**src/core_cfg.svh**
```systemverilog
`ifndef CORE_CFG_SVH
`define CORE_CFG_SVH

// Core geometry
`define CORE_THREADS       4        // Hardware threads
`define CORE_REGS          16       // Registers per thread
`define CORE_XLEN          32       // Data and address width

// Start addresses, thread n starts at RESET_PC + n * STRIDE
`define CORE_RESET_PC      32'h0
`define CORE_THREAD_STRIDE 32'h400

// Issue, retire, taken branch, I/O access
`define CORE_PERF_EVENTS   4

`endif

```
**src/core_pkg.sv**
```systemverilog
`include "core_cfg.svh"

package core_pkg;
    typedef logic [$clog2(`CORE_THREADS)-1:0] thread_idx_t;
    typedef logic [`CORE_THREADS-1:0]         thread_bitmap_t;  // One bit per thread
    typedef logic [$clog2(`CORE_REGS)-1:0]    reg_idx_t;
    typedef logic [`CORE_XLEN-1:0]            word_t;

    // Instruction word layout
    //   [31:28] opcode, [27:24] rd, [23:20] ra, [19:16] rb, [15:0] immediate
    // The immediate is sign-extended except for LUI, which puts it in the upper half.
    // Codes not listed here retire as a no-op.
    typedef enum logic [3:0] {
        OP_ADD   = 4'h0,
        OP_SUB   = 4'h1,
        OP_AND   = 4'h2,
        OP_OR    = 4'h3,
        OP_XOR   = 4'h4,
        OP_SHL   = 4'h5,    // ra << rb[4:0]
        OP_SHR   = 4'h6,    // Logical right shift
        OP_ADDI  = 4'h7,
        OP_LUI   = 4'h8,
        OP_BEQZ  = 4'h9,    // Branch if ra == 0
        OP_JUMP  = 4'ha,
        OP_LOAD  = 4'hb,    // rd = io[ra + imm]
        OP_STORE = 4'hc,    // io[ra + imm] = rb
        OP_HALT  = 4'hd
    } opcode_t;

    typedef enum logic [1:0] {
        IDLE,               // Buffer empty, may fetch
        FETCH,              // On the bus or holding a word
        WAIT_RETIRE,        // Issued, result pending
        HALTED
    } fetch_state_t;

    // Round robin pick, first requester after last, last itself comes last
    function automatic thread_idx_t rr_next(input thread_bitmap_t req, input thread_idx_t last);
        thread_idx_t cand;
        thread_idx_t pick;

        pick = last;
        for (int i = `CORE_THREADS; i >= 1; i--) begin
            cand = last + thread_idx_t'(i);     // Wraps at thread count
            if (req[cand])
                pick = cand;                    // Nearest one wins
        end
        return pick;
    endfunction
endpackage

```
**src/operand_fetch_stage.sv**
```systemverilog
`include "core_cfg.svh"

module operand_fetch_stage import core_pkg::*; (
    input                  clk,
    input                  arst_n,

    // From thread_select_stage
    input                  ts_valid,
    input thread_idx_t     ts_thread,
    input word_t           ts_pc,
    input opcode_t         ts_op,
    input reg_idx_t        ts_rd,
    input reg_idx_t        ts_ra,
    input reg_idx_t        ts_rb,
    input word_t           ts_imm,

    // Write port A, integer results
    input                  wa_en,
    input thread_idx_t     wa_thread,
    input reg_idx_t        wa_reg,
    input word_t           wa_data,

    // Write port B, load data
    input                  wb_en,
    input thread_idx_t     wb_thread,
    input reg_idx_t        wb_reg,
    input word_t           wb_data,

    // To int_execute_stage
    output logic           of_valid,
    output thread_idx_t    of_thread,
    output word_t          of_pc,
    output opcode_t        of_op,
    output reg_idx_t       of_rd,
    output word_t          of_imm,
    output word_t          of_opa,
    output word_t          of_opb
);
    word_t regs [`CORE_THREADS][`CORE_REGS];    // One file per thread

    always_ff @(posedge clk) begin
        if (wa_en)
            regs[wa_thread][wa_reg] <= wa_data;
        if (wb_en)
            regs[wb_thread][wb_reg] <= wb_data;     // Other thread than port A
    end

    always_ff @(posedge clk or negedge arst_n) begin
        if (!arst_n)
            of_valid <= 1'b0;
        else
            of_valid <= ts_valid;
    end

    // Thread's previous result is already written, no bypass
    always_ff @(posedge clk) begin
        of_thread <= ts_thread;
        of_pc     <= ts_pc;
        of_op     <= ts_op;
        of_rd     <= ts_rd;
        of_imm    <= ts_imm;
        of_opa    <= regs[ts_thread][ts_ra];
        of_opb    <= regs[ts_thread][ts_rb];
    end
endmodule

```
**config.mk**
```make
export PLATFORM = sky130hd
export DESIGN_NAME = operand_fetch_stage
export DESIGN_NICKNAME = d
export VERILOG_FILES = /design/src/core_pkg.sv /design/src/operand_fetch_stage.sv
export VERILOG_INCLUDE_DIRS = /design/src
export SDC_FILE = /design/constraint.sdc
export NUM_CORES = 2
export LEC_CHECK = 0
export BUFFER_PORTS_ARGS = -buffer_cell sky130_fd_sc_hd__buf_2
export CORE_MARGIN = 2
export CORE_UTILIZATION = 30
export CTS_BUF_LIST = sky130_fd_sc_hd__clkbuf_4
export CTS_CLUSTER_DIAMETER = 150
export CTS_CLUSTER_SIZE = 25
export DETAILED_ROUTE_END_ITERATION = 8
export GPL_ROUTABILITY_DRIVEN = 0
export PLACE_DENSITY = 0.43
export SLEW_MARGIN = 10
export SYNTH_ARGS = -nofsm -noshare
export SYNTH_HDL_FRONTEND = slang
export SYNTH_SLANG_ARGS = --single-unit
export TNS_END_PERCENT = 10
```
**constraint.sdc**
```tcl
create_clock -name clk -period 3.3 [get_ports clk]
set_clock_uncertainty 0.15 [all_clocks]
set_input_delay 0.165 -clock clk [delete_from_list [all_inputs] [get_ports clk]]
set_output_delay 0.165 -clock clk [all_outputs]
set_load 0.01 [all_outputs]
```
# ---- After elaboration in Yosys (flattened, before gate mapping)
# Memory sizes are Yosys's and may differ from the RTL's.
# Cells that the tools add are included.
dict set report op_classes {
  magnitude_cmp 6
  reduce_logical 2
  bitwise_logic 4
  mux 14
}
# op n
set op_table {}
lappend op_table {{512-bit two-way mux} 2}
lappend op_table {{32-bit binary-select mux with 4-bit select} 2}
lappend op_table {{32-bit demux with 4-bit select} 2}
lappend op_table {{32-bit two-way mux} 6}
lappend op_table {{5-bit greater-or-equal comparator (second input constant)} 4}
lappend op_table {{4-bit inverter with 5-bit output} 4}
lappend op_table {{5-bit by 1-bit < comparator with 1-bit output (second input constant)} 2}
lappend op_table {{1-bit logical AND} 2}
lappend op_table {{1-bit two-way mux} 2}
dict set report word_totals {
  out_inout_bits 139
  elab_cells 35
  mem_count 1
  register_bits 139
  ramBits 2048
  input_bits 163
}
# memory depth width rd rd_ports_with_merged_regs write_ports line
set mem_list {}
lappend mem_list {regs 4 512 1 0 2 operand_fetch_stage.sv:39} ;# word_t regs [`CORE_THREADS][`CORE_REGS];

# ---- Depth between registers and ports, before layout
dict set report logic_depth {
  word_depth 6
  depth_mapped 7
  ltp_nobuf 4
}

# ---- Worst setup path after synthesis
# Ideal clock, no wire load.
dict set report synth_path {
  path_kind {input to register}
  from {input wa_thread[1]}
  to {memory regs[0][160] in the netlist's numbering (enable)}
  t_required_ps 2684
  arrival_ps 3105
  path_stages 4
  n_path_buf 2
  path_slack_ps -421
  setup_time_ps 466
  cell_sequence {or2_2 -> buf_1 -> clkbuf_1 -> o21ai_0}
}
# item line
set synth_lines {}
lappend synth_lines {{start: declaration} operand_fetch_stage.sv:19} ;# input thread_idx_t wa_thread,
lappend synth_lines {{end: declaration} operand_fetch_stage.sv:39}

# ---- Worst setup path in the final report
dict set report layout_path {
  from {input ts_thread[0]}
  to {register of_opb[11]}
}
dict set report layout_via {
  elab_chain_cells 4
}
# item line
set layout_lines {}
lappend layout_lines {{start: declaration} operand_fetch_stage.sv:9} ;# input thread_idx_t ts_thread,
lappend layout_lines {{memory read 4 x 512 bit} -}
lappend layout_lines {{32-bit binary-select mux with 4-bit select} operand_fetch_stage.sv:63} ;# of_opb <= regs[ts_thread][ts_rb];
lappend layout_lines {{32-bit two-way mux (not written as such) (2 in series)} operand_fetch_stage.sv:63}
lappend layout_lines {{end signal: assignment} operand_fetch_stage.sv:63}
lappend layout_lines {{end: declaration} operand_fetch_stage.sv:37} ;# output word_t of_opb
# Every way passes these cells. The select of a mux whose other input is x is not followed.

==> impl_metrics.yaml <==
routing:
  via_per_inst: 5.71
  final_antenna_net_count: 0
  drc_errors: 0
  drtPass1Iterations: 5
  wl_per_cell_um: 38.3
  drtIter0Drc: 7570
  num_vias: 69500
  wl_um: 467000
critical_path:
  critPathLaunchType: "primary input"
  critical_path_class: "in -> reg"
  worst-r2r-setup-slack_ns: 0.06
  cp.required_ns: 4.56
  r2r_start: "regs[2][171]"
  crit_fanout: 15
  worstPathArrival_ns: 4.62
  r2r-end: "of_opb[11]"
  end_kind: "flop"
  r2r_cells: 7
clocking:
  clock_path_buffers: 4
  clkTransAtPathRegs_ns: 0.29
  clkLatencyLatePin_ns: 1.50
  cts_root_buf: "clkbuf_4"
  cts_tree: "yes"
  htreeDepth: 3
  cts_sinks: 2187
  cts_made_buffers: 104
synthesis:
  avgSynthCellArea_um2: 16.3
  ys_async_sr_fraction_pct: 0.0457
  syn_inst: 6703
  syn_nets: 6866
  synthesis.area_mm2: 0.109
  synth_edf_count: 2048
  synth-main-ff-cell: "edfxtp_1"
  synthDistinctLibCells: 35
  yosysWarnings: 0
  ys_ff_latch: 2187
  seq_area_frac_synth_pct: 58.8
placement:
  dp.cells: 11400
  dp_hpwl_um: 283000
  port_buffers: 301
  dpl_worst_slack_ns: -0.0290
layout:
  nFillCells: 34400
  seqCellArea_mm2: 0.0643
  multiInputGateArea_mm2: 0.0425
  area_delta_synth_final_pct: 16.4
  num-nets-final: 7403
  stdcell_count: 12200
  drive_above_1_share_pct: 47.9
power:
  p_comb_share_pct: 14.1
  p_seq_share_pct: 62.4
  power_switching_uw: 13600
  internal_power_uw: 36300
  power.share.clock_pct: 23.4
  p_leak_uw: 0.0404
  p_per_area_mw_per_mm2: 392
  irDropWorstVdd_mv: 0.270
  power.share.switching_pct: 27.3
timing:
  fin_crit_sh_pct: 102
  slew_headroom_pct: 4.35
  min_period_ns: 3.36
  hold_viol_final: 0
  setup_viol: 4
  fin_ws_ns: -0.0611
  rsz0062_at_grt: "true"
  tightestPinTransition_ns: 1.43
  fmax_ghz: 0.298
  slew_viol_final: 0
floorplanning:
  fp.dieH_um: 608
  die_area_mm2: 0.370
  die_x_um: 608
  ios: 302
  rows: 221
  coreArea_mm2: 0.363
  initial_core_util_pct: 30.2
status:
  violations: "setup timing"
  status: "complete, but fails checks"
grt:
  grt_pass1_vias: 70300
  grtUsageTotal_pct: 24.6
  antenna_found_initial: 44
  grt_max_degree: 65
  grt_pass1_wl_um: 632000
  grt-ovfl-total: 0
worst_hold_path:
  min_to: "regs[2][461]"
  hold_class: "in -> reg"
  hold_depth: 6
  hp-start: "wb_thread[1]"
flow_run:
  drv_cap: 0
-- worst max path at each step --
stage / slack (ns) / cells after the start / from / end
finish: -0.06 / 12 / ts_thread[0] / of_opb[11]
global route: -0.02 / 12 / ts_thread[0] / of_opb[11]
CTS: 0.05 / 12 / ts_thread[0] / of_opb[11]
detailed placement: -0.03 / 7 / ts_thread[0] / of_opb[27]
global placement: 0.04 / 7 / ts_thread[0] / of_opb[27]
floorplan: -0.27 / 3 / wa_reg[2] / regs[1][416]
-- cells in the mapped netlist (28+ instances only) --
library cell | instances | area (µm²)
or4_1 | 64 | 480
o22ai_1 | 36 | 225
dfxtp_1 | 138 | 2760
edfxtp_1 | 2048 | 61500
a21oi_1 | 256 | 1280
buf_1 | 149 | 559
mux4_2 | 512 | 11500
mux2_1 | 233 | 2620
buf_6 | 28 | 315
nand2_1 | 43 | 161
a22oi_1 | 512 | 3840
clkbuf_1 | 592 | 2220
nor2_1 | 41 | 154
mux2_2 | 1815 | 20400
buf_2 | 143 | 716
-- metrics by stage --
stage | total power (µW) | hold WS [ns] | utilization (%) | area, µm² | TNS [ns]
after floorplan | 35200 | -0.281 | - | 109000 | -152.50
after global placement | 38000 | -0.211 | 33.0 | 120000 | 0
after detailed placement | 38100 | -0.209 | 33.0 | 120000 | -0.0290
after CTS | 50300 | 0.00143 | 35.0 | 127000 | 0
after global routing | 51400 | 0.0865 | 35.1 | 127000 | -0.0236
final | 49900 | 0.145 | 35.1 | 127000 | -0.147
-- area by class of cell --
cell class / instances / share of cell area, %
Antenna cell: 67 / 0.132
Clock buffer: 177 / 1.04
Clock inverter: 8 / 0.0943
Multi-Input combinational cell: 3597 / 33.4
Sequential cell: 2187 / 50.5
Tap cell: 4794 / 4.71
Timing Repair Buffer: 1350 / 10.2
-- timing repair --
| item | CTS | global route |
|---|---|---|
| hold buffers | 555 | 0 |
| hold endpoints to repair | 4231 | 0 |
| setup buffers | 0 | 7 |
| gates resized for setup | 0 | 9 |
| setup endpoints to repair | 0 | 40 |
-- metal layers --
metal  up-vias  GRT usage, %  share of wire [%]
li1      28000             -                  -
met1     38000          32.1                 41
met2      2923          41.1                 48
met3       649          2.30                5.0
met4        18          11.9                5.5
met5         -             0              0.024
-- flip-flops by register name, summed over array words and instances, names as in the netlist --
name / count
of_rd: 4
of_opb: 32
regs: 2048
of_imm: 32
of_valid: 1
of_opa: 32
of_pc: 32
of_op: 4
of_thread: 2
-- worst max-delay path, cell delays in order --
cell and delay, ns:
dlygate4sd3_1 0.52, dlygate4sd3_1 0.60, buf_12 0.19, buf_16 0.21
buf_16 0.20, mux4_2 0.54, a22oi_2 0.20, dlygate4sd3_1 0.58
a21oi_1 0.06, dlygate4sd3_1 0.57, buf_4 0.15, or4_1 0.52
-- power groups by stage --
| stage | Combinational (µW) | Sequential [µW] | Clock [µW] |
|---|---|---|---|
| 4_1_cts | 7040 | 31200 | 12100 |
| 3_5_place_dp | 6320 | 31800 | 0 |
| 5_1_grt | 7380 | 31200 | 12800 |
| 6_report | 7050 | 31200 | 11700 |
| 3_3_place_gp | 6260 | 31800 | 0 |
| 2_1_floorplan | 3570 | 31600 | 0 |
-- cells by family after synthesis --
| group | count (synthesis) | share of synthesized area [%] |
|---|---|---|
| muxes | 2560 | 31.6 |
| DFF | 2187 | 58.8 |
| AOI/OAI and AO/OA | 832 | 5.03 |
| buffers and inverters | 919 | 3.53 |
| and+or+nand+nor | 205 | 1.06 |
-- layout by cell type (no fill, tap or decap), drive strengths merged, types with 5 or more instances in the layout --
cell / count
a22oi: 512
diode: 67
nand2: 43
nor2: 41
mux4: 512
buf: 840
edfxtp: 2048
o21ai: 24
nor2b: 9
or2: 8
a21oi: 256
o22ai: 36
clkbuf: 177
mux2: 2048
dlygate4sd3: 509
nor3: 5
dfxtp: 138
nand2b: 11
nor4: 5
or4: 64
nand3: 6
No activity file was read; power rests on OpenSTA's default activity.
