**src/core_cfg.svh**
```systemverilog
`ifndef CORE_CFG_SVH
`define CORE_CFG_SVH

// Core geometry
`define CORE_THREADS       4        // Hardware threads
`define CORE_REGS          16       // Registers per thread
`define CORE_XLEN          32       // Data and address width

// Start addresses, thread n starts at RESET_PC + n * STRIDE
`define CORE_RESET_PC      32'h0
`define CORE_THREAD_STRIDE 32'h400

// Issue, retire, taken branch, I/O access
`define CORE_PERF_EVENTS   4

`endif

```
**src/core_pkg.sv**
```systemverilog
`include "core_cfg.svh"

package core_pkg;
    typedef logic [$clog2(`CORE_THREADS)-1:0] thread_idx_t;
    typedef logic [`CORE_THREADS-1:0]         thread_bitmap_t;  // One bit per thread
    typedef logic [$clog2(`CORE_REGS)-1:0]    reg_idx_t;
    typedef logic [`CORE_XLEN-1:0]            word_t;

    // Instruction word layout
    //   [31:28] opcode, [27:24] rd, [23:20] ra, [19:16] rb, [15:0] immediate
    // The immediate is sign-extended except for LUI, which puts it in the upper half.
    // Codes not listed here retire as a no-op.
    typedef enum logic [3:0] {
        OP_ADD   = 4'h0,
        OP_SUB   = 4'h1,
        OP_AND   = 4'h2,
        OP_OR    = 4'h3,
        OP_XOR   = 4'h4,
        OP_SHL   = 4'h5,    // ra << rb[4:0]
        OP_SHR   = 4'h6,    // Logical right shift
        OP_ADDI  = 4'h7,
        OP_LUI   = 4'h8,
        OP_BEQZ  = 4'h9,    // Branch if ra == 0
        OP_JUMP  = 4'ha,
        OP_LOAD  = 4'hb,    // rd = io[ra + imm]
        OP_STORE = 4'hc,    // io[ra + imm] = rb
        OP_HALT  = 4'hd
    } opcode_t;

    typedef enum logic [1:0] {
        IDLE,               // Buffer empty, may fetch
        FETCH,              // On the bus or holding a word
        WAIT_RETIRE,        // Issued, result pending
        HALTED
    } fetch_state_t;

    // Round robin pick, first requester after last, last itself comes last
    function automatic thread_idx_t rr_next(input thread_bitmap_t req, input thread_idx_t last);
        thread_idx_t cand;
        thread_idx_t pick;

        pick = last;
        for (int i = `CORE_THREADS; i >= 1; i--) begin
            cand = last + thread_idx_t'(i);     // Wraps at thread count
            if (req[cand])
                pick = cand;                    // Nearest one wins
        end
        return pick;
    endfunction
endpackage

```
**src/io_request_queue.sv**
```systemverilog
`include "core_cfg.svh"

module io_request_queue import core_pkg::*; (
    input                  clk,
    input                  arst_n,

    // From int_execute_stage
    input                  io_req,
    input thread_idx_t     io_req_thread,
    input                  io_req_we,
    input word_t           io_req_adr,
    input word_t           io_req_wdat,
    input reg_idx_t        io_req_rd,

    // Wishbone data bus
    output logic           dbus_cyc,
    output logic           dbus_stb,
    output logic           dbus_we,
    output word_t          dbus_adr,
    output word_t          dbus_wdat,
    input word_t           dbus_rdat,
    input                  dbus_ack,

    // Register file write port B
    output logic           wb_en,
    output thread_idx_t    wb_thread,
    output reg_idx_t       wb_reg,
    output word_t          wb_data,

    // Completion to ifetch_unit
    output logic           io_done,
    output thread_idx_t    io_thread
);
    thread_bitmap_t slot_valid;         // One pending access per thread
    logic           slot_we [`CORE_THREADS];
    word_t          slot_adr [`CORE_THREADS];
    word_t          slot_wdat [`CORE_THREADS];
    reg_idx_t       slot_rd [`CORE_THREADS];
    thread_idx_t    cur;                // Slot on the bus, also RR pointer
    thread_idx_t    pick;
    logic           start;
    logic           done;

    assign pick  = rr_next(slot_valid, cur);
    assign start = !dbus_cyc && (|slot_valid);
    assign done  = dbus_cyc && dbus_ack;

    always_ff @(posedge clk or negedge arst_n) begin
        if (!arst_n) begin
            dbus_cyc   <= 1'b0;
            dbus_stb   <= 1'b0;
            dbus_we    <= 1'b0;
            cur        <= '0;
            slot_valid <= '0;
            wb_en      <= 1'b0;
            io_done    <= 1'b0;
        end else begin
            wb_en   <= done && !dbus_we;        // Loads only
            io_done <= done;
            if (done) begin
                dbus_cyc        <= 1'b0;
                dbus_stb        <= 1'b0;
                dbus_we         <= 1'b0;
                slot_valid[cur] <= 1'b0;
            end else if (start) begin
                dbus_cyc <= 1'b1;
                dbus_stb <= 1'b1;
                dbus_we  <= slot_we[pick];
                cur      <= pick;
            end
            if (io_req)
                slot_valid[io_req_thread] <= 1'b1;  // Never the slot being freed
        end
    end

    always_ff @(posedge clk) begin
        if (io_req) begin
            slot_we[io_req_thread]   <= io_req_we;
            slot_adr[io_req_thread]  <= io_req_adr;
            slot_wdat[io_req_thread] <= io_req_wdat;
            slot_rd[io_req_thread]   <= io_req_rd;
        end
        if (start) begin
            dbus_adr  <= slot_adr[pick];        // Held until ack
            dbus_wdat <= slot_wdat[pick];
        end
        if (done) begin
            wb_thread <= cur;
            wb_reg    <= slot_rd[cur];
            wb_data   <= dbus_rdat;
            io_thread <= cur;
        end
    end
endmodule

```
**config.mk**
```make
export PLATFORM = sky130hd
export DESIGN_NAME = io_request_queue
export DESIGN_NICKNAME = d
export VERILOG_FILES = /design/src/core_pkg.sv /design/src/io_request_queue.sv
export VERILOG_INCLUDE_DIRS = /design/src
export SDC_FILE = /design/constraint.sdc
export NUM_CORES = 1
export LEC_CHECK = 0
export BUFFER_PORTS_ARGS = -buffer_cell sky130_fd_sc_hd__buf_2
export CORE_UTILIZATION = 35
export CTS_BUF_LIST = sky130_fd_sc_hd__clkbuf_4 sky130_fd_sc_hd__clkbuf_8
export DETAILED_ROUTE_END_ITERATION = 16
export SYNTH_ARGS = -nofsm -noshare
export SYNTH_HDL_FRONTEND = slang
export SYNTH_SLANG_ARGS = --single-unit
```
**constraint.sdc**
```tcl
create_clock -name clk -period 4.8 [get_ports clk]
set_input_delay 0.48 -clock clk [delete_from_list [all_inputs] [get_ports clk]]
set_output_delay 0.48 -clock clk [all_outputs]
set_load 0.01 [all_outputs]
```
Word level (Yosys, flattened, before mapping)
Memories as Yosys holds them, arrays and structs flattened. A register that Yosys moved wholly into a read port is not among the register bits. Cells that the tools add are included.

Bits in writable memories: 276. Register bits after elaboration: 44. Output and inout port bits: 109. Memories: 4. Input port bits: 107.

$lt $le $gt $ge: 7. $add $sub $neg: 3. Reductions and logical operators: 10. Mux-type cells: 21. Bitwise logic cells: 4.

Memories: slot_adr (depth 4, bits a word 32, read ports 1, clocked after memory_dff 1, wr ports 1, RTL line io_request_queue.sv:36) `` word_t slot_adr [`CORE_THREADS]; ``; slot_wdat (depth 4, bits a word 32, read ports 1, clocked after memory_dff 1, wr ports 1, RTL line io_request_queue.sv:37) `` word_t slot_wdat [`CORE_THREADS]; ``; slot_rd (depth 4, bits a word 4, read ports 1, clocked after memory_dff 1, wr ports 1, RTL line io_request_queue.sv:38) `` reg_idx_t slot_rd [`CORE_THREADS]; ``; slot_we (depth 4, bits a word 1, read ports 1, clocked after memory_dff 0, wr ports 1, RTL line io_request_queue.sv:35) `` logic slot_we [`CORE_THREADS]; ``.

Operator list (number): $lt A2 B3 Y1 const B (5); $mux W1 (11); $mux W4 (2); $bmux W1 S2 (3); $mux W2 (3); $logic_and A1 B1 Y1 (5); $add A2 B2 Y2 const B (2); $and A4 B4 Y4 (1); $demux W1 S2 (2); $ge A2 B1 Y1 const B (2); $not A4 Y4 (1); $or A4 B4 Y4 (1); $reduce_or A4 Y1 (1); $add A2 B1 Y2 const B (1); $logic_not A1 Y1 (2); $reduce_and A2 Y1 (1); $reduce_bool A2 Y1 (1); $not A1 Y1 (1).

Logic depth before layout (Yosys ltp)
Gate-level depths: netlist of the first run.

Depth after elaboration: 9. Depth in mapped cells: 10.

Worst setup path before layout of the first run
No wires, ideal clock.

Kind: in2reg. From: input io_req_thread[1]. To: memory slot_adr[0][0] (netlist bit) (enable). Slack: -1.395 ns. Stages on the path: 1. Required time: 4.201 ns. Data arrival time: 5.596 ns. Library setup time: 0.599 ns. Path through: nor3b_1.

RTL lines: start: declaration (RTL line io_request_queue.sv:9) `input thread_idx_t io_req_thread,`; end: declaration (RTL line io_request_queue.sv:36).

No word-level cell before the write port.

Worst setup path after layout of the first run
From: register cur[0]. To: register dbus_adr[1], read port of slot_adr, data pin.

Word-level cells in the longest chain between the ends: 6. Elaborated cells on any way between the ends: 12.

Ends and longest elaborated chain: start: declaration (RTL line io_request_queue.sv:39) `thread_idx_t cur;`; start signal: assignment (RTL line io_request_queue.sv:69) `cur <= pick;`; $add A2 B2 Y2 (RTL line core_pkg.sv:44) `cand = last + thread_idx_t'(i);`; $bmux W1 S2 (RTL line core_pkg.sv:45) `if (req[cand])`; $mux W1 (not written as such) (RTL line core_pkg.sv:45); $mux W2 (2 in series) (RTL line core_pkg.sv:45); $mux W2 (*) (RTL line core_pkg.sv:45); end: declaration (RTL line io_request_queue.sv:19) `output word_t dbus_adr,`.

Every way passes the cells marked *; elsewhere a longest branch is shown, timed or not. The select of a mux whose other input is x is not followed. A chain may end at the register's enable or synchronous reset.

==> results of run 1 <==
[worst min-delay path by stage]
| stage | to | slack (ns) | cells past startpoint |
|---|---|---|---|
| 2_1_floorplan | cur[0] | 0.18 | 0 |
| 3_3_place_gp | cur[1] | 0.36 | 1 |
| 3_5_place_dp | cur[1] | 0.36 | 1 |
| 4_1_cts | wb_data[7] | 0.003 | 1 |
| 5_1_grt | wb_data[15] | 0.03 | 1 |
| 6_report | wb_data[7] | 0.07 | 1 |
[metrics by stage]
step	worst slack, ns	total power, µW	cells	hold slack, ns
finish	1.599	11330	1548	0.07123
global route	1.322	11990	1548	0.03430
floorplan	0.7735	7643	670	0.1844
CTS	1.571	11580	1548	0.002833
global placement	1.677	8515	1398	0.3623
detailed placement	1.592	8563	1398	0.3611
[critical path, cell delays in order, from the launching register on]
cell	delay [ns]
dfrtp_1	0.75
inv_1	0.18
ha_1	0.43
mux2_1	0.23
o22ai_1	0.11
a22oi_2	0.28
buf_12	0.44
mux2i_1	0.27
mux2i_1	0.09
[cell families after synthesis]
kind of cell               after synthesis  synth area share (%)
adders and majority gates                4                0.3518
AOI/OAI and AO/OA                       21                 1.178
and+or+nand+nor                         25                0.8709
muxes                                  199                 14.40
buffers and inverters                   33                 1.654
DFF                                    388                 81.55
[final cells by class]
cell class,count,share of cell area [%]
multi-input combinational,249,13.87
sequential,388,66.04
clock inverter,33,1.232
tap,525,3.739
timing repair buffer,260,8.703
clock buffer,86,6.274
inverter,7,0.1496
[power groups by stage]
| stage | clock (µW) | sequential, µW | combinational, µW |
|---|---|---|---|
| 4_1_cts | 3040 | 4670 | 3870 |
| 3_3_place_gp | 0 | 4720 | 3790 |
| 3_5_place_dp | 0 | 4730 | 3840 |
| 6_report | 2920 | 4650 | 3750 |
| 5_1_grt | 3170 | 4700 | 4110 |
| 2_1_floorplan | 0 | 4830 | 2810 |
[cells in the final DEF (no fill, tap or decap), types with 6 or more instances in the layout]
| master | Yosys | routed |
|---|---|---|
| buf_2 | 11 | 215 |
| buf_4 | 4 | 11 |
| clkbuf_4 | 0 | 13 |
| clkbuf_8 | 0 | 73 |
| clkinv_1 | 0 | 14 |
| clkinv_2 | 0 | 12 |
| dfrtp_1 | 10 | 10 |
| dlygate4sd3_1 | 0 | 31 |
| edfxtp_1 | 378 | 378 |
| inv_1 | 7 | 6 |
| mux2i_1 | 193 | 193 |
| nand2_1 | 8 | 8 |
[metal layers]
| layer | routed length [µm] | up-vias | share of wire (%) | track usage, % |
|---|---|---|---|---|
| met5 | 27 | - | 0.099 | 0 |
| met4 | 660 | 4 | 2.4 | 6.337 |
| met3 | 1486 | 58 | 5.5 | 3.819 |
| met2 | 13860 | 190 | 51 | 22.84 |
| met1 | 11180 | 3461 | 41 | 15.17 |
| li1 | - | 3285 | - | - |
[timing repair]
item | in CTS | in global routing
buffers inserted | 0 | 0
endpoints found under the hold margin | 40 | 0
gates resized for setup | 0 | 0
hold buffers | 31 | 0
==> impl_metrics.csv, run 1 <==
group,metric,value,unit
routing,postRouteAntennaNets,0,
timing,setup_tns,0,ns
power,switchingPower,3505,µW
final_layout,top_regs,"slot_adr x128, slot_wdat x128",
logic_synthesis,synth.most_common_cell,"edfxtp_1",
floorplan,die_h,203.6,µm
logic_synthesis,ys_top_cells_by_count,"378 x edfxtp_1, 193 x mux2i_1, 11 x buf_2, 11 x buf_6, 10 x dfrtp_1",
routing,viasPerCell,4.521,
setup_path,r2r-start,"cur[0]",
clocking,clockRootBuffer,"clkbuf_8",
logic_synthesis,yosys_warnings,0,
final_layout,antenna_cells,0,
clocking,cts_sinks,388,
power,p_int,7824,µW
job,cap_violations,0,
power,clkPwrFrac,25.8,%
timing,fmax,312.4,MHz
global_route,first_global_vias,7289,
floorplan,die-area,0.04146,mm²
global_route,grt_pass1_wl,41.05,mm
min_path,min_from,"dbus_rdat[7]",
timing,tightest_slew,1.039,ns
logic_synthesis,yosys_register_bits,388,
setup_path,critPathKind,"register to register",
timing,fin_crit,3.201,ns
power,sw_frac_of_total,30.94,%
clocking,cts_max_level,3,
setup_path,arrival,3.55,ns
logic_synthesis,syn_avg_cell_area,21.23,µm²
setup_path,crit_end,"dbus_adr[1]",
placement,placed_cell_area,0.01594,mm²
setup_path,critPathLaunch,"cur[0]",
clocking,clkLatencyLatePin,0.60,ns
final_layout,multi_input_comb_area,0.002436,mm²
setup_path,crit_required,5.15,ns
floorplan,design.core.area,0.03991,mm²
global_route,overflow,0,
routing,wl_per_cell,17.58,µm
placement,place.gp.congestion,0.7388,
logic_synthesis,ys_types,34,
setup_path,worstRegToRegCells,8,
global_route,antenna_found_initial,2,
floorplan,rows,73,
routing,first_pass_iters,4,
timing,max_slew_margin,30.56,%
final_layout,drive_gt1_share,34.02,%
power,power.share.sequential,41.1,%
final_layout,fillCellCount,3480,
timing,final-setup-viol-count,0,
final_layout,final_nets,1084,
routing,vias,6998,
logic_synthesis,netlist.area_leader.share,79.79,%
logic_synthesis,yosys-top-cells-area,"edfxtp_1 80%, mux2i_1 14%, dfrtp_1 1.8%",
final_layout,fin_area,0.01757,mm²
floorplan,die_x,203.6,µm
min_path,worstHoldPathType,"input pin to register",
clocking,clk_path_buf_depth,3,
placement,port_buffers,215,
routing,routed_wl,27.21,mm
timing,fin_worst_skew,0.02031,ns
outcome,status,"completed",
clocking,cts_tree,"done",
timing,rsz0062_at_grt,"no",
final_layout,final_core_util,44.01,%
logic_synthesis,synth_edf_count,378,
logic_synthesis,synth_area,0.01423,mm²
floorplan,ios,216,
final_layout,regArea,0.01160,mm²
placement,dp.final_hpwl,15.05,mm
timing,min_period_over_period,66.68,%
setup_path,crit_fanout,79,
power,power.leakage,0.006902,µW
logic_synthesis,syn_inst,670,
floorplan,start_util,35.64,%
clocking,cts_buffers,67,
routing,drc_errors,0,
setup_path,rrSetupSlack,1.60,ns
logic_synthesis,synth_top_flop_cell,"edfxtp_1",
power,comb_power_share,33.1,%
setup_path,crit_path_end_kind,"register",
global_route,grt_use_total,13.28,%
logic_synthesis,synthArstFlopShare,2.577,%
setup_path,rr_endpoint,"dbus_adr[1]",
global_route,grt_max_degree,80,
logic_synthesis,yosysTopAreaCell,"edfxtp_1",
timing,hold_viol_final,0,
power,powerDensity,644.9,mW/mm²
timing,slew_viol_final,0,
power,ir_worst_vdd,0.8282,mV
routing,detailedRoute.firstIterationViolations,274,
logic_synthesis,synth_nets,781,
setup_path,startpoint_type,"register",
clocking,clkSlewWorstSetupHoldPaths,0.06,ns
logic_synthesis,ys_seq_area_share,81.55,%
final_layout,area.growth.synth_to_final,23.49,%
(Power assumes the default switching activity.)
==> run 2: changes to the inputs <==
clock period = 2.6 ns   (was 4.8 ns; I/O delays follow)
==> impl_metrics.csv, run 2 (synthesized netlist as in run 1, its figures left out) <==
group,metric,value,unit
power,sw_frac_of_total,30.87,%
global_route,first_global_vias,7693,
routing,detailedRoute.firstIterationViolations,285,
timing,tightest_slew,0.5329,ns
final_layout,top_regs,"slot_adr x128, slot_wdat x128",
floorplan,design.core.area,0.03991,mm²
power,power.share.sequential,38.9,%
placement,place.gp.congestion,0.7255,
power,powerDensity,1184,mW/mm²
clocking,cts_tree,"done",
global_route,antenna_found_initial,0,
timing,fmax,414.4,MHz
global_route,met1_usage,16.04,%
routing,routed_wl,28.39,mm
final_layout,antenna_cells,0,
timing,fin_crit,2.413,ns
placement,dp.final_hpwl,15.17,mm
setup_path,critPathKind,"register to register",
setup_path,crit_required,2.93,ns
clocking,clkLatencyLatePin,0.59,ns
timing,slew_viol_final,0,
floorplan,rows,73,
clocking,clkSlewWorstSetupHoldPaths,0.06,ns
final_layout,final_common_cell,"edfxtp_1",
clocking,clockRootBuffer,"clkbuf_8",
floorplan,start_util,35.64,%
timing,holdWs,0.1175,ns
final_layout,regArea,0.01160,mm²
setup_path,crit_fanout,22,
timing,final-setup-viol-count,0,
power,switchingPower,6774,µW
final_layout,layout_common_cells,"378 x edfxtp_1, 215 x buf_2, 193 x mux2i_1, 103 x dlygate4sd3_1, 67 x clkbuf_8",
routing,postRouteAntennaNets,0,
timing,hold_viol_final,0,
routing,drc_errors,0,
final_layout,multi_input_comb_area,0.002442,mm²
timing,fin_worst_skew,0.01810,ns
routing,wl_per_cell,17.48,µm
setup_path,crit_path_end_kind,"register",
global_route,overflow,0,
routing,viasPerCell,4.506,
floorplan,die_x,203.6,µm
clocking,cts_sinks,388,
global_route,grt_util_met3,3.883,%
floorplan,ios,216,
global_route,grt_max_degree,71,
outcome,status,"completed",
global_route,grt_use_total,13.45,%
setup_path,startpoint_type,"register",
floorplan,die_h,203.6,µm
routing,vias,7317,
final_layout,fillCellCount,3413,
power,comb_power_share,36.1,%
global_route,top_usage_layer,"met2",
power,power.leakage,0.007311,µW
floorplan,die-area,0.04146,mm²
timing,min_period_over_period,92.81,%
clocking,clk_path_buf_depth,3,
global_route,met2_usage,22.96,%
timing,setup_tns,0,ns
clocking,cts_buffers,66,
setup_path,arrival,2.74,ns
job,cap_violations,0,
final_layout,final_nets,1165,
power,clkPwrFrac,25.1,%
routing,first_pass_iters,6,
placement,port_buffers,215,
power,p_int,15170,µW
timing,max_slew_margin,64.48,%
min_path,worstHoldPathType,"input pin to asynchronous set/reset pin",
power,ir_worst_vdd,1.087,mV
clocking,cts_max_level,3,
final_layout,area.growth.synth_to_final,30.27,%
timing,rsz0062_at_grt,"no",
final_layout,drive_gt1_share,32.48,%
global_route,grt_pass1_wl,42.01,mm
-- run 2: critical path, cell delays in order, from the launching register on --
cell and delay (ns):
dfrtp_1 0.34, inv_1 0.07, ha_1 0.40, mux2_1 0.36
o22ai_2 0.17, a22oi_2 0.12, buf_4 0.20, clkbuf_16 0.22
mux2i_1 0.19, mux2i_1 0.09
-- run 2: worst paths after layout --
path                       cells past startpoint  slack [ns]              from              to
max                                            9        0.19            cur[0]    dbus_wdat[5]
min                                            2        0.12            arst_n   slot_valid[3]
max reg2reg                                    9        0.19            cur[0]    dbus_wdat[5]
min reg2reg                                    1        0.47           dbus_we           wb_en
max in group asynchronous                      2        2.28            arst_n          cur[1]
min in group clk                               3        0.32  io_req_thread[1]  slot_adr[0][4]
-- run 2: cell type report --
type | instances | share of cell area [%]
clock buffer | 81 | 5.543
clock inverter | 32 | 1.593
inverter | 7 | 0.1418
multi-input combinational | 249 | 13.18
sequential | 388 | 62.60
tap | 525 | 3.544
timing repair buffer | 342 | 13.40
-- run 2: timing repair --
item | 4_1_cts | 5_1_grt
hold endpoints to repair | 319 | 0
resized for setup | 0 | 3
hold buffers | 103 | 0
buffers inserted | 0 | 2
setup endpoints to repair | 0 | 31
-- run 2: stage by stage --
stage / util [%] / cell area (µm²) / std cells / worst slack, ns / power [µW]
floorplan: - / 14250 / 670 / 0.05819 / 14100
detailed placement: 40.36 / 16110 / 1404 / 0.07877 / 16260
finish: 46.43 / 18530 / 1624 / 0.1869 / 21950
CTS: 46.26 / 18460 / 1620 / 0.04766 / 21960
global placement: 40.36 / 16110 / 1404 / 0.1557 / 16100
global route: 46.43 / 18530 / 1624 / 0.01471 / 23110
-- run 2: power groups by stage --
stage / combinational [µW] / clock, µW / sequential, µW
after floorplan: 5190 / 0 / 8910
after global placement: 7450 / 0 / 8650
after detailed placement: 7620 / 0 / 8640
after CTS: 7750 / 5670 / 8540
after global routing: 8580 / 5920 / 8610
final: 7920 / 5500 / 8530
-- run 2: per-layer routing --
| layer | vias to the layer above | wire (µm) |
|---|---|---|
| met2 | 169 | 14420 |
| met5 | - | 0 |
| met3 | 48 | 1303 |
| li1 | 3443 | - |
| met1 | 3657 | 12020 |
| met4 | 0 | 649 |
