$ cat config.mk
export PLATFORM = sky130hd
export DESIGN_NAME = thread_select_stage
export DESIGN_NICKNAME = d
export VERILOG_FILES = /design/src/core_pkg.sv /design/src/thread_select_stage.sv
export VERILOG_INCLUDE_DIRS = /design/src
export SDC_FILE = /design/constraint.sdc
export NUM_CORES = 1
export LEC_CHECK = 0
export ABC_AREA = 1
export ABC_CLOCK_PERIOD_IN_PS = 5200
export BUFFER_PORTS_ARGS = -buffer_cell sky130_fd_sc_hd__buf_4
export CELL_PAD_IN_SITES_DETAIL_PLACEMENT = 0
export CELL_PAD_IN_SITES_GLOBAL_PLACEMENT = 1
export CORE_ASPECT_RATIO = 0.5
export CORE_MARGIN = 2
export CORE_UTILIZATION = 29
export DETAILED_ROUTE_END_ITERATION = 12
export GPL_TIMING_DRIVEN = 0
export PLACE_DENSITY = 0.94
export SYNTH_ARGS = -nofsm -noshare
export SYNTH_HDL_FRONTEND = slang
export SYNTH_SLANG_ARGS = --single-unit
$ cat constraint.sdc
create_clock -name clk -period 5.2 [get_ports clk]
set_clock_uncertainty 0.2 [all_clocks]
set_input_delay 1.04 -clock clk [delete_from_list [all_inputs] [get_ports clk]]
set_output_delay 1.04 -clock clk [all_outputs]
set_load 0.01 [all_outputs]
$ cat src/core_cfg.svh
`ifndef CORE_CFG_SVH
`define CORE_CFG_SVH

// Core geometry
`define CORE_THREADS       4        // Hardware threads
`define CORE_REGS          16       // Registers per thread
`define CORE_XLEN          32       // Data and address width

// Start addresses, thread n starts at RESET_PC + n * STRIDE
`define CORE_RESET_PC      32'h0
`define CORE_THREAD_STRIDE 32'h400

// Issue, retire, taken branch, I/O access
`define CORE_PERF_EVENTS   4

`endif

$ cat src/core_pkg.sv
`include "core_cfg.svh"

package core_pkg;
    typedef logic [$clog2(`CORE_THREADS)-1:0] thread_idx_t;
    typedef logic [`CORE_THREADS-1:0]         thread_bitmap_t;  // One bit per thread
    typedef logic [$clog2(`CORE_REGS)-1:0]    reg_idx_t;
    typedef logic [`CORE_XLEN-1:0]            word_t;

    // Instruction word layout
    //   [31:28] opcode, [27:24] rd, [23:20] ra, [19:16] rb, [15:0] immediate
    // The immediate is sign-extended except for LUI, which puts it in the upper half.
    // Codes not listed here retire as a no-op.
    typedef enum logic [3:0] {
        OP_ADD   = 4'h0,
        OP_SUB   = 4'h1,
        OP_AND   = 4'h2,
        OP_OR    = 4'h3,
        OP_XOR   = 4'h4,
        OP_SHL   = 4'h5,    // ra << rb[4:0]
        OP_SHR   = 4'h6,    // Logical right shift
        OP_ADDI  = 4'h7,
        OP_LUI   = 4'h8,
        OP_BEQZ  = 4'h9,    // Branch if ra == 0
        OP_JUMP  = 4'ha,
        OP_LOAD  = 4'hb,    // rd = io[ra + imm]
        OP_STORE = 4'hc,    // io[ra + imm] = rb
        OP_HALT  = 4'hd
    } opcode_t;

    typedef enum logic [1:0] {
        IDLE,               // Buffer empty, may fetch
        FETCH,              // On the bus or holding a word
        WAIT_RETIRE,        // Issued, result pending
        HALTED
    } fetch_state_t;

    // Round robin pick, first requester after last, last itself comes last
    function automatic thread_idx_t rr_next(input thread_bitmap_t req, input thread_idx_t last);
        thread_idx_t cand;
        thread_idx_t pick;

        pick = last;
        for (int i = `CORE_THREADS; i >= 1; i--) begin
            cand = last + thread_idx_t'(i);     // Wraps at thread count
            if (req[cand])
                pick = cand;                    // Nearest one wins
        end
        return pick;
    endfunction
endpackage

$ cat src/thread_select_stage.sv
`include "core_cfg.svh"

module thread_select_stage import core_pkg::*; (
    input                  clk,
    input                  arst_n,

    // From ifetch_unit
    input thread_bitmap_t  buf_ready,
    input word_t           buf_instr [`CORE_THREADS],
    input word_t           buf_pc [`CORE_THREADS],

    // Back to ifetch_unit
    output logic           issue_en,
    output thread_idx_t    issue_thread,

    // To operand_fetch_stage
    output logic           ts_valid,
    output thread_idx_t    ts_thread,
    output word_t          ts_pc,
    output opcode_t        ts_op,
    output reg_idx_t       ts_rd,
    output reg_idx_t       ts_ra,
    output reg_idx_t       ts_rb,
    output word_t          ts_imm
);
    thread_idx_t last_issue;            // RR pointer
    word_t       instr;
    opcode_t     op;
    word_t       imm;

    assign issue_en     = |buf_ready;   // Never stalls
    assign issue_thread = rr_next(buf_ready, last_issue);
    assign instr        = buf_instr[issue_thread];
    assign op           = opcode_t'(instr[31:28]);

    // LUI goes to the upper half, everything else sign-extends
    assign imm = (op == OP_LUI) ? {instr[15:0], 16'h0000}
                                : {{16{instr[15]}}, instr[15:0]};

    always_ff @(posedge clk or negedge arst_n) begin
        if (!arst_n) begin
            ts_valid   <= 1'b0;
            last_issue <= '0;
        end else begin
            ts_valid <= issue_en;
            if (issue_en)
                last_issue <= issue_thread;
        end
    end

    always_ff @(posedge clk) begin
        if (issue_en) begin
            ts_thread <= issue_thread;
            ts_pc     <= buf_pc[issue_thread];
            ts_op     <= op;
            ts_rd     <= instr[27:24];
            ts_ra     <= instr[23:20];
            ts_rb     <= instr[19:16];
            ts_imm    <= imm;
        end
    end
endmodule

**Word-level counts from Yosys, hierarchy flattened**

Index checks and enable logic that the tools add are counted.

- Register bits: 85
- Latch bits: 0
- RAM bits: 0
- ROM bits: 0
- Word-level logic and storage cells: 36
- Memories kept: 0

- Add/sub/neg operators: 3
- $mul: 0
- Div/mod/pow operators: 0
- Order comparisons: 4
- Equal/unequal tests: 1
- Shifts and indexed selects: 0
- Muxes and demuxes: 16
- Bitwise logic cells: 1
- Reductions and logical operators: 1

Operator list:

| operator | count |
|---|---|
| 32-bit binary-select mux with 2-bit select | 2 |
| 32-bit two-way mux | 4 |
| 31-bit two-way mux | 1 |
| 2-bit by 3-bit less-than comparator with 1-bit output (second input constant) | 3 |
| 1-bit binary-select mux with 2-bit select | 3 |
| 2-bit two-way mux | 3 |
| 2-bit adder (second input constant) | 2 |
| 4-bit equality test (second input constant) | 1 |
| 4-bit OR reduction | 1 |
| 3-bit greater-or-equal comparator (second input constant) | 1 |
| 1-bit two-way mux | 3 |
| 2-bit NOT with 3-bit output | 1 |
| 2-bit by 1-bit adder with 2-bit output (second input constant) | 1 |

**Longest topological paths before layout**

Gate-level depths: netlist of the first run.

- Word-level depth: 12
- Gate-level depth with buffers: 21
- Gate-level depth less buffers: 17

**Worst setup path before layout of the first run**

OpenSTA, ideal clock, no wires.

- Path type: input to output
- Start point: input port buf_ready[3]
- End point: output port issue_en
- Arrival: 3.172 ns
- Setup slack: 0.788 ns
- Cell stages on the path: 2
- Cell sequence: inv_1 -> nand3_1

- Word-level cells in the longest chain between the ends: 1

RTL lines:

| item | line | text |
|---|---|---|
| start, declared | thread_select_stage.sv:8 | `input thread_bitmap_t buf_ready,` |
| 4-bit OR reduction | thread_select_stage.sv:31 | `assign issue_en = \|buf_ready;` |
| end, declared | thread_select_stage.sv:13 | `output logic issue_en,` |

No other way between the ends.

**Final worst setup path of the first run**

- Start point: input port buf_ready[3]
- End point: output port issue_thread[0]

- Word-level cells in the longest chain between the ends: 5
- Elaborated cells on any way between the ends: 9
- Those cells by class: mux: 9

RTL lines:

| item | line | text |
|---|---|---|
| 1-bit binary-select mux with 2-bit select | core_pkg.sv:45 | `if (req[cand])` |
| 1-bit two-way mux (implied by the code) | core_pkg.sv:45 |  |
| 2-bit two-way mux (2 in series) | core_pkg.sv:45 |  |
| 2-bit two-way mux (*) | core_pkg.sv:45 |  |
| end, declared | thread_select_stage.sv:14 | `output thread_idx_t issue_thread,` |

Every way passes the cells marked *; elsewhere a longest branch is shown, timed or not. The select of a mux whose other input is x is not followed.

==> results.sh, run 1 <==
export IMPL_insertion_delay_ns=0.33
export IMPL_critPathSlowestCell="buf_2"
export IMPL_post_route_util=0.4818
export IMPL_synth_top_area_share=0.4819
export IMPL_p_sw_mw=3.786
export IMPL_wl_per_cell_um=17.70
export IMPL_leakage_nw=3.991
export IMPL_numCtsBuffers=9
export IMPL_core_area_sq_um=17310
export IMPL_tightest_slew_ns=0.7810
export IMPL_cp_start_kind="input port"
export IMPL_start_util=0.2951
export IMPL_grt_start_max_net_pins=51
export IMPL_ys_flop_type="edfxtp_1"
export IMPL_cts_resized=0
export IMPL_cts_root_buf="clkbuf_16"
export IMPL_ys_types=25
export IMPL_synth_top_area_cell="edfxtp_1"
export IMPL_synthArstFlopShare=0.03529
export IMPL_avgSynthCellArea_sq_um=8.295
export IMPL_vias_per_cell=4.824
export IMPL_gp_congestion=0.9050
export IMPL_clockBufferDepth=2
export IMPL_io_pins=348
export IMPL_path_clk_slew_ns=0.06
export IMPL_grt_pass1_wl_um=31910
export IMPL_ir_drop_mv=0.3746
export IMPL_cp_max_fo=11
export IMPL_min_period_ns=4.074
export IMPL_path_cells="buf_4 -> inv_1 -> o21ai_1 -> nand2_1 -> nand2_1 -> nand2_2 -> nand2_2 -> nand2_4 -> nand2_4 -> buf_8 -> inv_4 -> buf_2 -> buf_2 -> buf_4"
export IMPL_cap_viol_max_count=0
export IMPL_drt_iter0_drc=495
export IMPL_dr_total_vias=5856
export IMPL_fin_nets=1237
export IMPL_first_global_vias=5678
export IMPL_portBuffers=347
export IMPL_rsz0062_at_grt="no"
export IMPL_hold_viol=0
export IMPL_yosysSeqAreaShare=0.4966
export IMPL_die_w_um=191.7
export IMPL_cts_num_sinks=85
export IMPL_grt_usage=0.2235
export IMPL_end_kind="output pin"
export IMPL_cts_htree_levels=3
export IMPL_combinationalPowerShare=0.704
export IMPL_cp_required_ns=3.96
export IMPL_syn_area_sq_um=5110
export IMPL_post_cts_setup_buffers=0
export IMPL_ant_nets=0
export IMPL_seq_power_share=0.209
export IMPL_ys_ff_latch=85
export IMPL_max_slew_margin=0.4793
export IMPL_syn_inst=616
export IMPL_crit_type="input port to output pin"
export IMPL_slowest_delay_ns=0.31
export IMPL_p_clk_frac=0.087
export IMPL_drcViolationCount=0
export IMPL_yosys_warnings=0
export IMPL_rows=34
export IMPL_power_mw=7.563
export IMPL_dr_pass1_iters=5
export IMPL_synth_top_cells_by_area="edfxtp_1 48%, nand2_1 9.4%, o21ai_0 8.8%"
export IMPL_place_hpwl_um=16940
export IMPL_status="finished, final reports clean"
export IMPL_period_share=0.7835
export IMPL_arrival_ns=2.83
export IMPL_die_area_sq_um=18760
export IMPL_setup_viol=0
export IMPL_fin_setup_tns_ns=0
export IMPL_powerDensity_nw_per_um2=906.6
export IMPL_synth_fp_nets=878
export IMPL_synth_enable_flop_cells=82
export IMPL_switching_share=0.5006
export IMPL_cts_tree="yes"
export IMPL_antenna_cells=0
export IMPL_hp_class="input port to asynchronous set/reset pin"
export IMPL_drv_slew=0
export IMPL_drt_wl_total_um=21490
export IMPL_die_h_um=97.87
export IMPL_antenna_found_initial=0
export IMPL_max_freq_ghz=0.2455
export IMPL_drive_above_1_share=0.4316
export IMPL_internal_power_mw=3.777
export IMPL_syn_to_final_growth_pct=63.25
export IMPL_grt_ovfl_total=0
export IMPL_cts_hold_fix_buffers=0
power by group through the flow:
stage	sequential, mW	clock (mW)	combinational, mW
3_5_place_dp	1.59	0	5.32
3_3_place_gp	1.58	0	5.22
4_1_cts	1.58	0.673	5.33
6_report	1.58	0.659	5.32
2_1_floorplan	1.76	0	3.21
5_1_grt	1.61	0.696	5.85
layout by cell type, fill, tap and decap left out:
| cell | instances |
|---|---|
| o21ai_0 | 90 |
| clkbuf_1 | 19 |
| inv_1 | 32 |
| clkinv_4 | 3 |
| dfrtp_1 | 3 |
| nor2_1 | 97 |
| clkbuf_16 | 9 |
| buf_1 | 3 |
| nand3_1 | 56 |
| nand3_4 | 2 |
| nor2_8 | 2 |
| buf_4 | 352 |
| o22ai_1 | 44 |
| buf_12 | 1 |
| nand2_1 | 128 |
| buf_8 | 2 |
| inv_2 | 3 |
| inv_4 | 3 |
| buf_6 | 8 |
| nand3_2 | 4 |
| clkinvlp_4 | 2 |
| buf_2 | 9 |
| nor2_2 | 9 |
| bufinv_16 | 1 |
| o21ai_2 | 1 |
| nand2_2 | 5 |
| o21ai_1 | 1 |
| clkinv_2 | 1 |
| nand3b_1 | 2 |
| nand2_4 | 6 |
| edfxtp_1 | 82 |
flip-flops by register name (all words and copies together), names as in the netlist:
signal	count
ts_imm	32
ts_pc	32
ts_thread	2
ts_rd	4
ts_rb	4
ts_ra	4
ts_op	4
last_issue	2
ts_valid	1
routing by layer:
layer | vias to the layer above | GRT usage | part of all wire
met5 | - | 0 | 0
met1 | 2751 | 0.2894 | 0.41
met4 | 0 | 0.04911 | 0.019
met2 | 244 | 0.3891 | 0.51
li1 | 2826 | - | -
met3 | 35 | 0.04134 | 0.056
cell usage after synthesis, types with 4 or more instances:
master      n
nand2_2     5
clkbuf_1   19
nand3_2     4
nor2_1     97
nor2_2      9
inv_1      32
buf_2       9
nand3_1    57
edfxtp_1   82
buf_6       8
buf_4       5
nand2_1   128
o21ai_0    90
o22ai_1    44
nand2_4     6
path summary, 6_finish.rpt:
check / start / end / slack, ns / cells after the start
max: buf_ready[3] / issue_thread[0] / 1.13 / 14
min: arst_n / ts_valid / 0.29 / 1
max reg2reg: last_issue[0] / ts_pc[6] / 2.25 / 15
min reg2reg: last_issue[0] / ts_op[1] / 0.86 / 5
max in group asynchronous: arst_n / last_issue[0] / 4.41 / 1
min in group clk: buf_pc[79] / ts_pc[15] / 0.84 / 3
cells by family (layout without fill, tap and decap cells):
| family | count (synthesis) | after routing | synth area share |
|---|---|---|---|
| flip-flops | 85 | 85 | 0.4966 |
| AND/OR/NAND/NOR | 311 | 311 | 0.2735 |
| buffers and inverters | 84 | 448 | 0.08521 |
| AO/OA/AOI/OAI | 136 | 136 | 0.1447 |
worst max-delay path: cells and delay by family:
family          cells  cell delay, ns
buf+inv             7            1.17
compound gates      1            0.11
simple gates        6            0.49
layout make-up:
type | instances | area (sq um)
plain buffers | 46 | 285.3
clock buffers | 9 | 225.2
clock inverters | 7 | 76.32
fillers | 1739 | 8972
inverters | 38 | 150.1
multi-input cells | 447 | 2150
flip-flops and latches | 85 | 2537
well taps | 234 | 292.8
repair buffers | 348 | 2625
stage by stage:
| step | cell area [sq um] | worst slack (ns) | hold WS [ns] | instances |
|---|---|---|---|---|
| 2_1_floorplan | 5110 | 0.7881 | 0.5444 | 616 |
| 3_3_place_gp | 8008 | -1.206 | 0.6372 | 1197 |
| 3_5_place_dp | 8040 | 1.121 | 0.6386 | 1198 |
| 4_1_cts | 8342 | 1.132 | 0.2730 | 1214 |
| 5_1_grt | 8342 | 1.006 | 0.2681 | 1214 |
| 6_report | 8342 | 1.126 | 0.2869 | 1214 |
Note: power is estimated with default switching activity, not from simulation.
==> inputs of run 2 (changes only) <==
ABC_CLOCK_PERIOD_IN_PS = 3600   (was 5200)
CORE_UTILIZATION = 26   (was 29)
PLACE_DENSITY = 0.9   (was 0.94)
clock period = 3.6 ns   (was 5.2 ns; I/O delays follow)
==> run 2 against run 1 <==
Compared with the run above:
- worst hold slack improved by 0.23 ns
- global-route usage fell by 2.4 points
- cell area rose by 0.78%
- die area rose by 11%
- register-to-register slack got worse by 1.6 ns
- clock power rose by 49%
- setup slack got worse by 0.89 ns
- utilization fell by 4.8 points
==> results.sh, run 2 (same netlist as run 1, synthesis figures left out) <==
export IMPL_rows=36
export IMPL_ir_drop_mv=0.4782
export IMPL_arrival_ns=2.45
export IMPL_grt_usage=0.1992
export IMPL_dr_total_vias=5859
export IMPL_start_util=0.2638
export IMPL_tightest_slew_ns=0.6273
export IMPL_critPathSlowestCell="dfrtp_1"
export IMPL_cp_buffers_inverters=8
export IMPL_grt_util_met3=0.04140
export IMPL_powerDensity_nw_per_um2=1302
export IMPL_crit_type="register to output pin"
export IMPL_numCtsBuffers=9
export IMPL_fin_hold_ws_ns=0.5120
export IMPL_path_clk_slew_ns=0.07
export IMPL_wl_per_cell_um=17.90
export IMPL_cp_required_ns=2.68
export IMPL_insertion_delay_ns=0.34
export IMPL_die_w_um=202.3
export IMPL_setup_viol=0
export IMPL_die_area_sq_um=20860
export IMPL_cts_root_buf="clkbuf_16"
export IMPL_drv_slew=0
export IMPL_multiInputGateArea_sq_um=2150
export IMPL_use_met2=0.3361
export IMPL_n_fill_cell=1944
export IMPL_max_slew_margin=0.5818
export IMPL_antenna_found_initial=0
export IMPL_slowest_delay_ns=0.37
export IMPL_path_cells="buf_6 -> inv_4 -> nand2_1 -> nand2_1 -> nand2_1 -> nand2_1 -> inv_2 -> nand2_2 -> nand2_2 -> nand2_4 -> nand2_4 -> buf_8 -> inv_4 -> buf_2 -> buf_4 -> buf_4"
export IMPL_antenna_cells=0
export IMPL_core_area_sq_um=19370
export IMPL_hold_viol=0
export IMPL_leakage_nw=4.005
export IMPL_place_area_sq_um=8088
export IMPL_clockBufferDepth=2
export IMPL_cts_tree="yes"
export IMPL_grt_pass1_wl_um=31130
export IMPL_drt_wl_total_um=22320
export IMPL_drcViolationCount=0
export IMPL_reg_largest_list="ts_imm: 32 flops, ts_pc: 32 flops"
export IMPL_drive_above_1_share=0.4312
export IMPL_vias_per_cell=4.698
export IMPL_cap_viol_max_count=0
export IMPL_critPathTopFamily="buffers and inverters"
export IMPL_syn_to_final_growth_pct=64.52
export IMPL_status="finished, final reports clean"
export IMPL_first_global_vias=5407
export IMPL_period_share=0.9356
export IMPL_io_pins=348
export IMPL_portBuffers=347
export IMPL_ant_nets=0
export IMPL_end_kind="output pin"
export IMPL_grt_util_met1=0.2538
export IMPL_gp_congestion=0.9203
export IMPL_grt_ovfl_total=0
export IMPL_grt_busiest_layer="met2"
export IMPL_dr_pass1_iters=5
export IMPL_cp_max_fo=11
export IMPL_hp_class="input port to register"
export IMPL_drt_iter0_drc=378
export IMPL_cp_start_kind="register"
export IMPL_rsz0062_at_grt="no"
export IMPL_min_period_ns=3.368
export IMPL_max_freq_ghz=0.2969
export IMPL_grt_start_max_net_pins=53
export IMPL_die_h_um=103.1
export IMPL_final_common_cell="buf_4"
export IMPL_fin_nets=1238
export IMPL_regArea_sq_um=2537
export IMPL_fin_area_sq_um=8407
export IMPL_place_hpwl_um=17720
export IMPL_cts_num_sinks=85
export IMPL_final_cell_mix="353 x buf_4, 128 x nand2_1, 97 x nor2_1, 90 x o21ai_0, 82 x edfxtp_1"
export IMPL_cp_common_cell="nand2_1"
export IMPL_cts_htree_levels=3
export IMPL_post_route_util=0.4340
export IMPL_fin_setup_tns_ns=0
-- run 2: stage by stage --
stage / power (mW) / worst slack [ns] / cells
floorplan: 7.181 / 0.6980 / 616
global placement: 9.864 / -0.7444 / 1229
detailed placement: 9.996 / 0.1355 / 1230
CTS: 11.00 / 0.09709 / 1247
global route: 11.82 / 0.03100 / 1247
finish: 10.95 / 0.2320 / 1247
-- run 2: timing repair --
item / CTS / global route
hold buffers: 1 / 0
setup buffers: 0 / 0
endpoints found under the hold margin: 3 / 0
setup endpoints to repair: 0 / 1
resized for setup: 0 / 2
-- run 2: power breakdown --
part	switching, mW	internal [mW]	leakage [nW]
logic	4.90	2.81	2.96
registers	0.144	2.11	0.901
clock network	0.432	0.548	0.147
total	5.48	5.47	4.00
-- run 2: worst paths after layout --
kind / startpoint / endpoint / slack [ns] / depth (start not counted)
max: last_issue[0] / issue_thread[0] / 0.23 / 16
min: buf_pc[73] / ts_pc[9] / 0.51 / 3
max reg2reg: last_issue[0] / ts_imm[30] / 0.67 / 19
min reg2reg: last_issue[0] / ts_op[1] / 0.80 / 5
max in group asynchronous: arst_n / last_issue[1] / 2.58 / 2
min in group asynchronous: arst_n / ts_valid / 0.52 / 2
-- run 2: cell type report --
cell class | instances | area share
multi-input combinational | 447 | 0.2557
clock inverter | 7 | 0.009674
sequential | 85 | 0.3018
clock buffer | 9 | 0.02679
buffer | 46 | 0.03423
tap | 266 | 0.03959
inverter | 38 | 0.01786
timing repair buffer | 349 | 0.3143
-- run 2: routing by layer --
metal / share of wire / vias to the layer above
met4: 0.036 / 0
li1: - / 2828
met2: 0.50 / 240
met3: 0.056 / 52
met1: 0.41 / 2739
met5: 0 / -
-- run 2: worst reg2reg max path, cell delays in order, from the launching register on --
cell and delay, ns:
dfrtp_1 0.37, buf_6 0.14, inv_4 0.09, nand2_1 0.05
nand2_1 0.05, nand2_1 0.07, nand2_1 0.08, inv_2 0.04
nand2_1 0.05, nand2_1 0.05, nand2_1 0.05, nand2_1 0.08
inv_1 0.08, buf_2 0.27, buf_1 0.47, nand3_1 0.21
nand2_1 0.16, inv_1 0.05, nand3_1 0.07, nand2_1 0.05
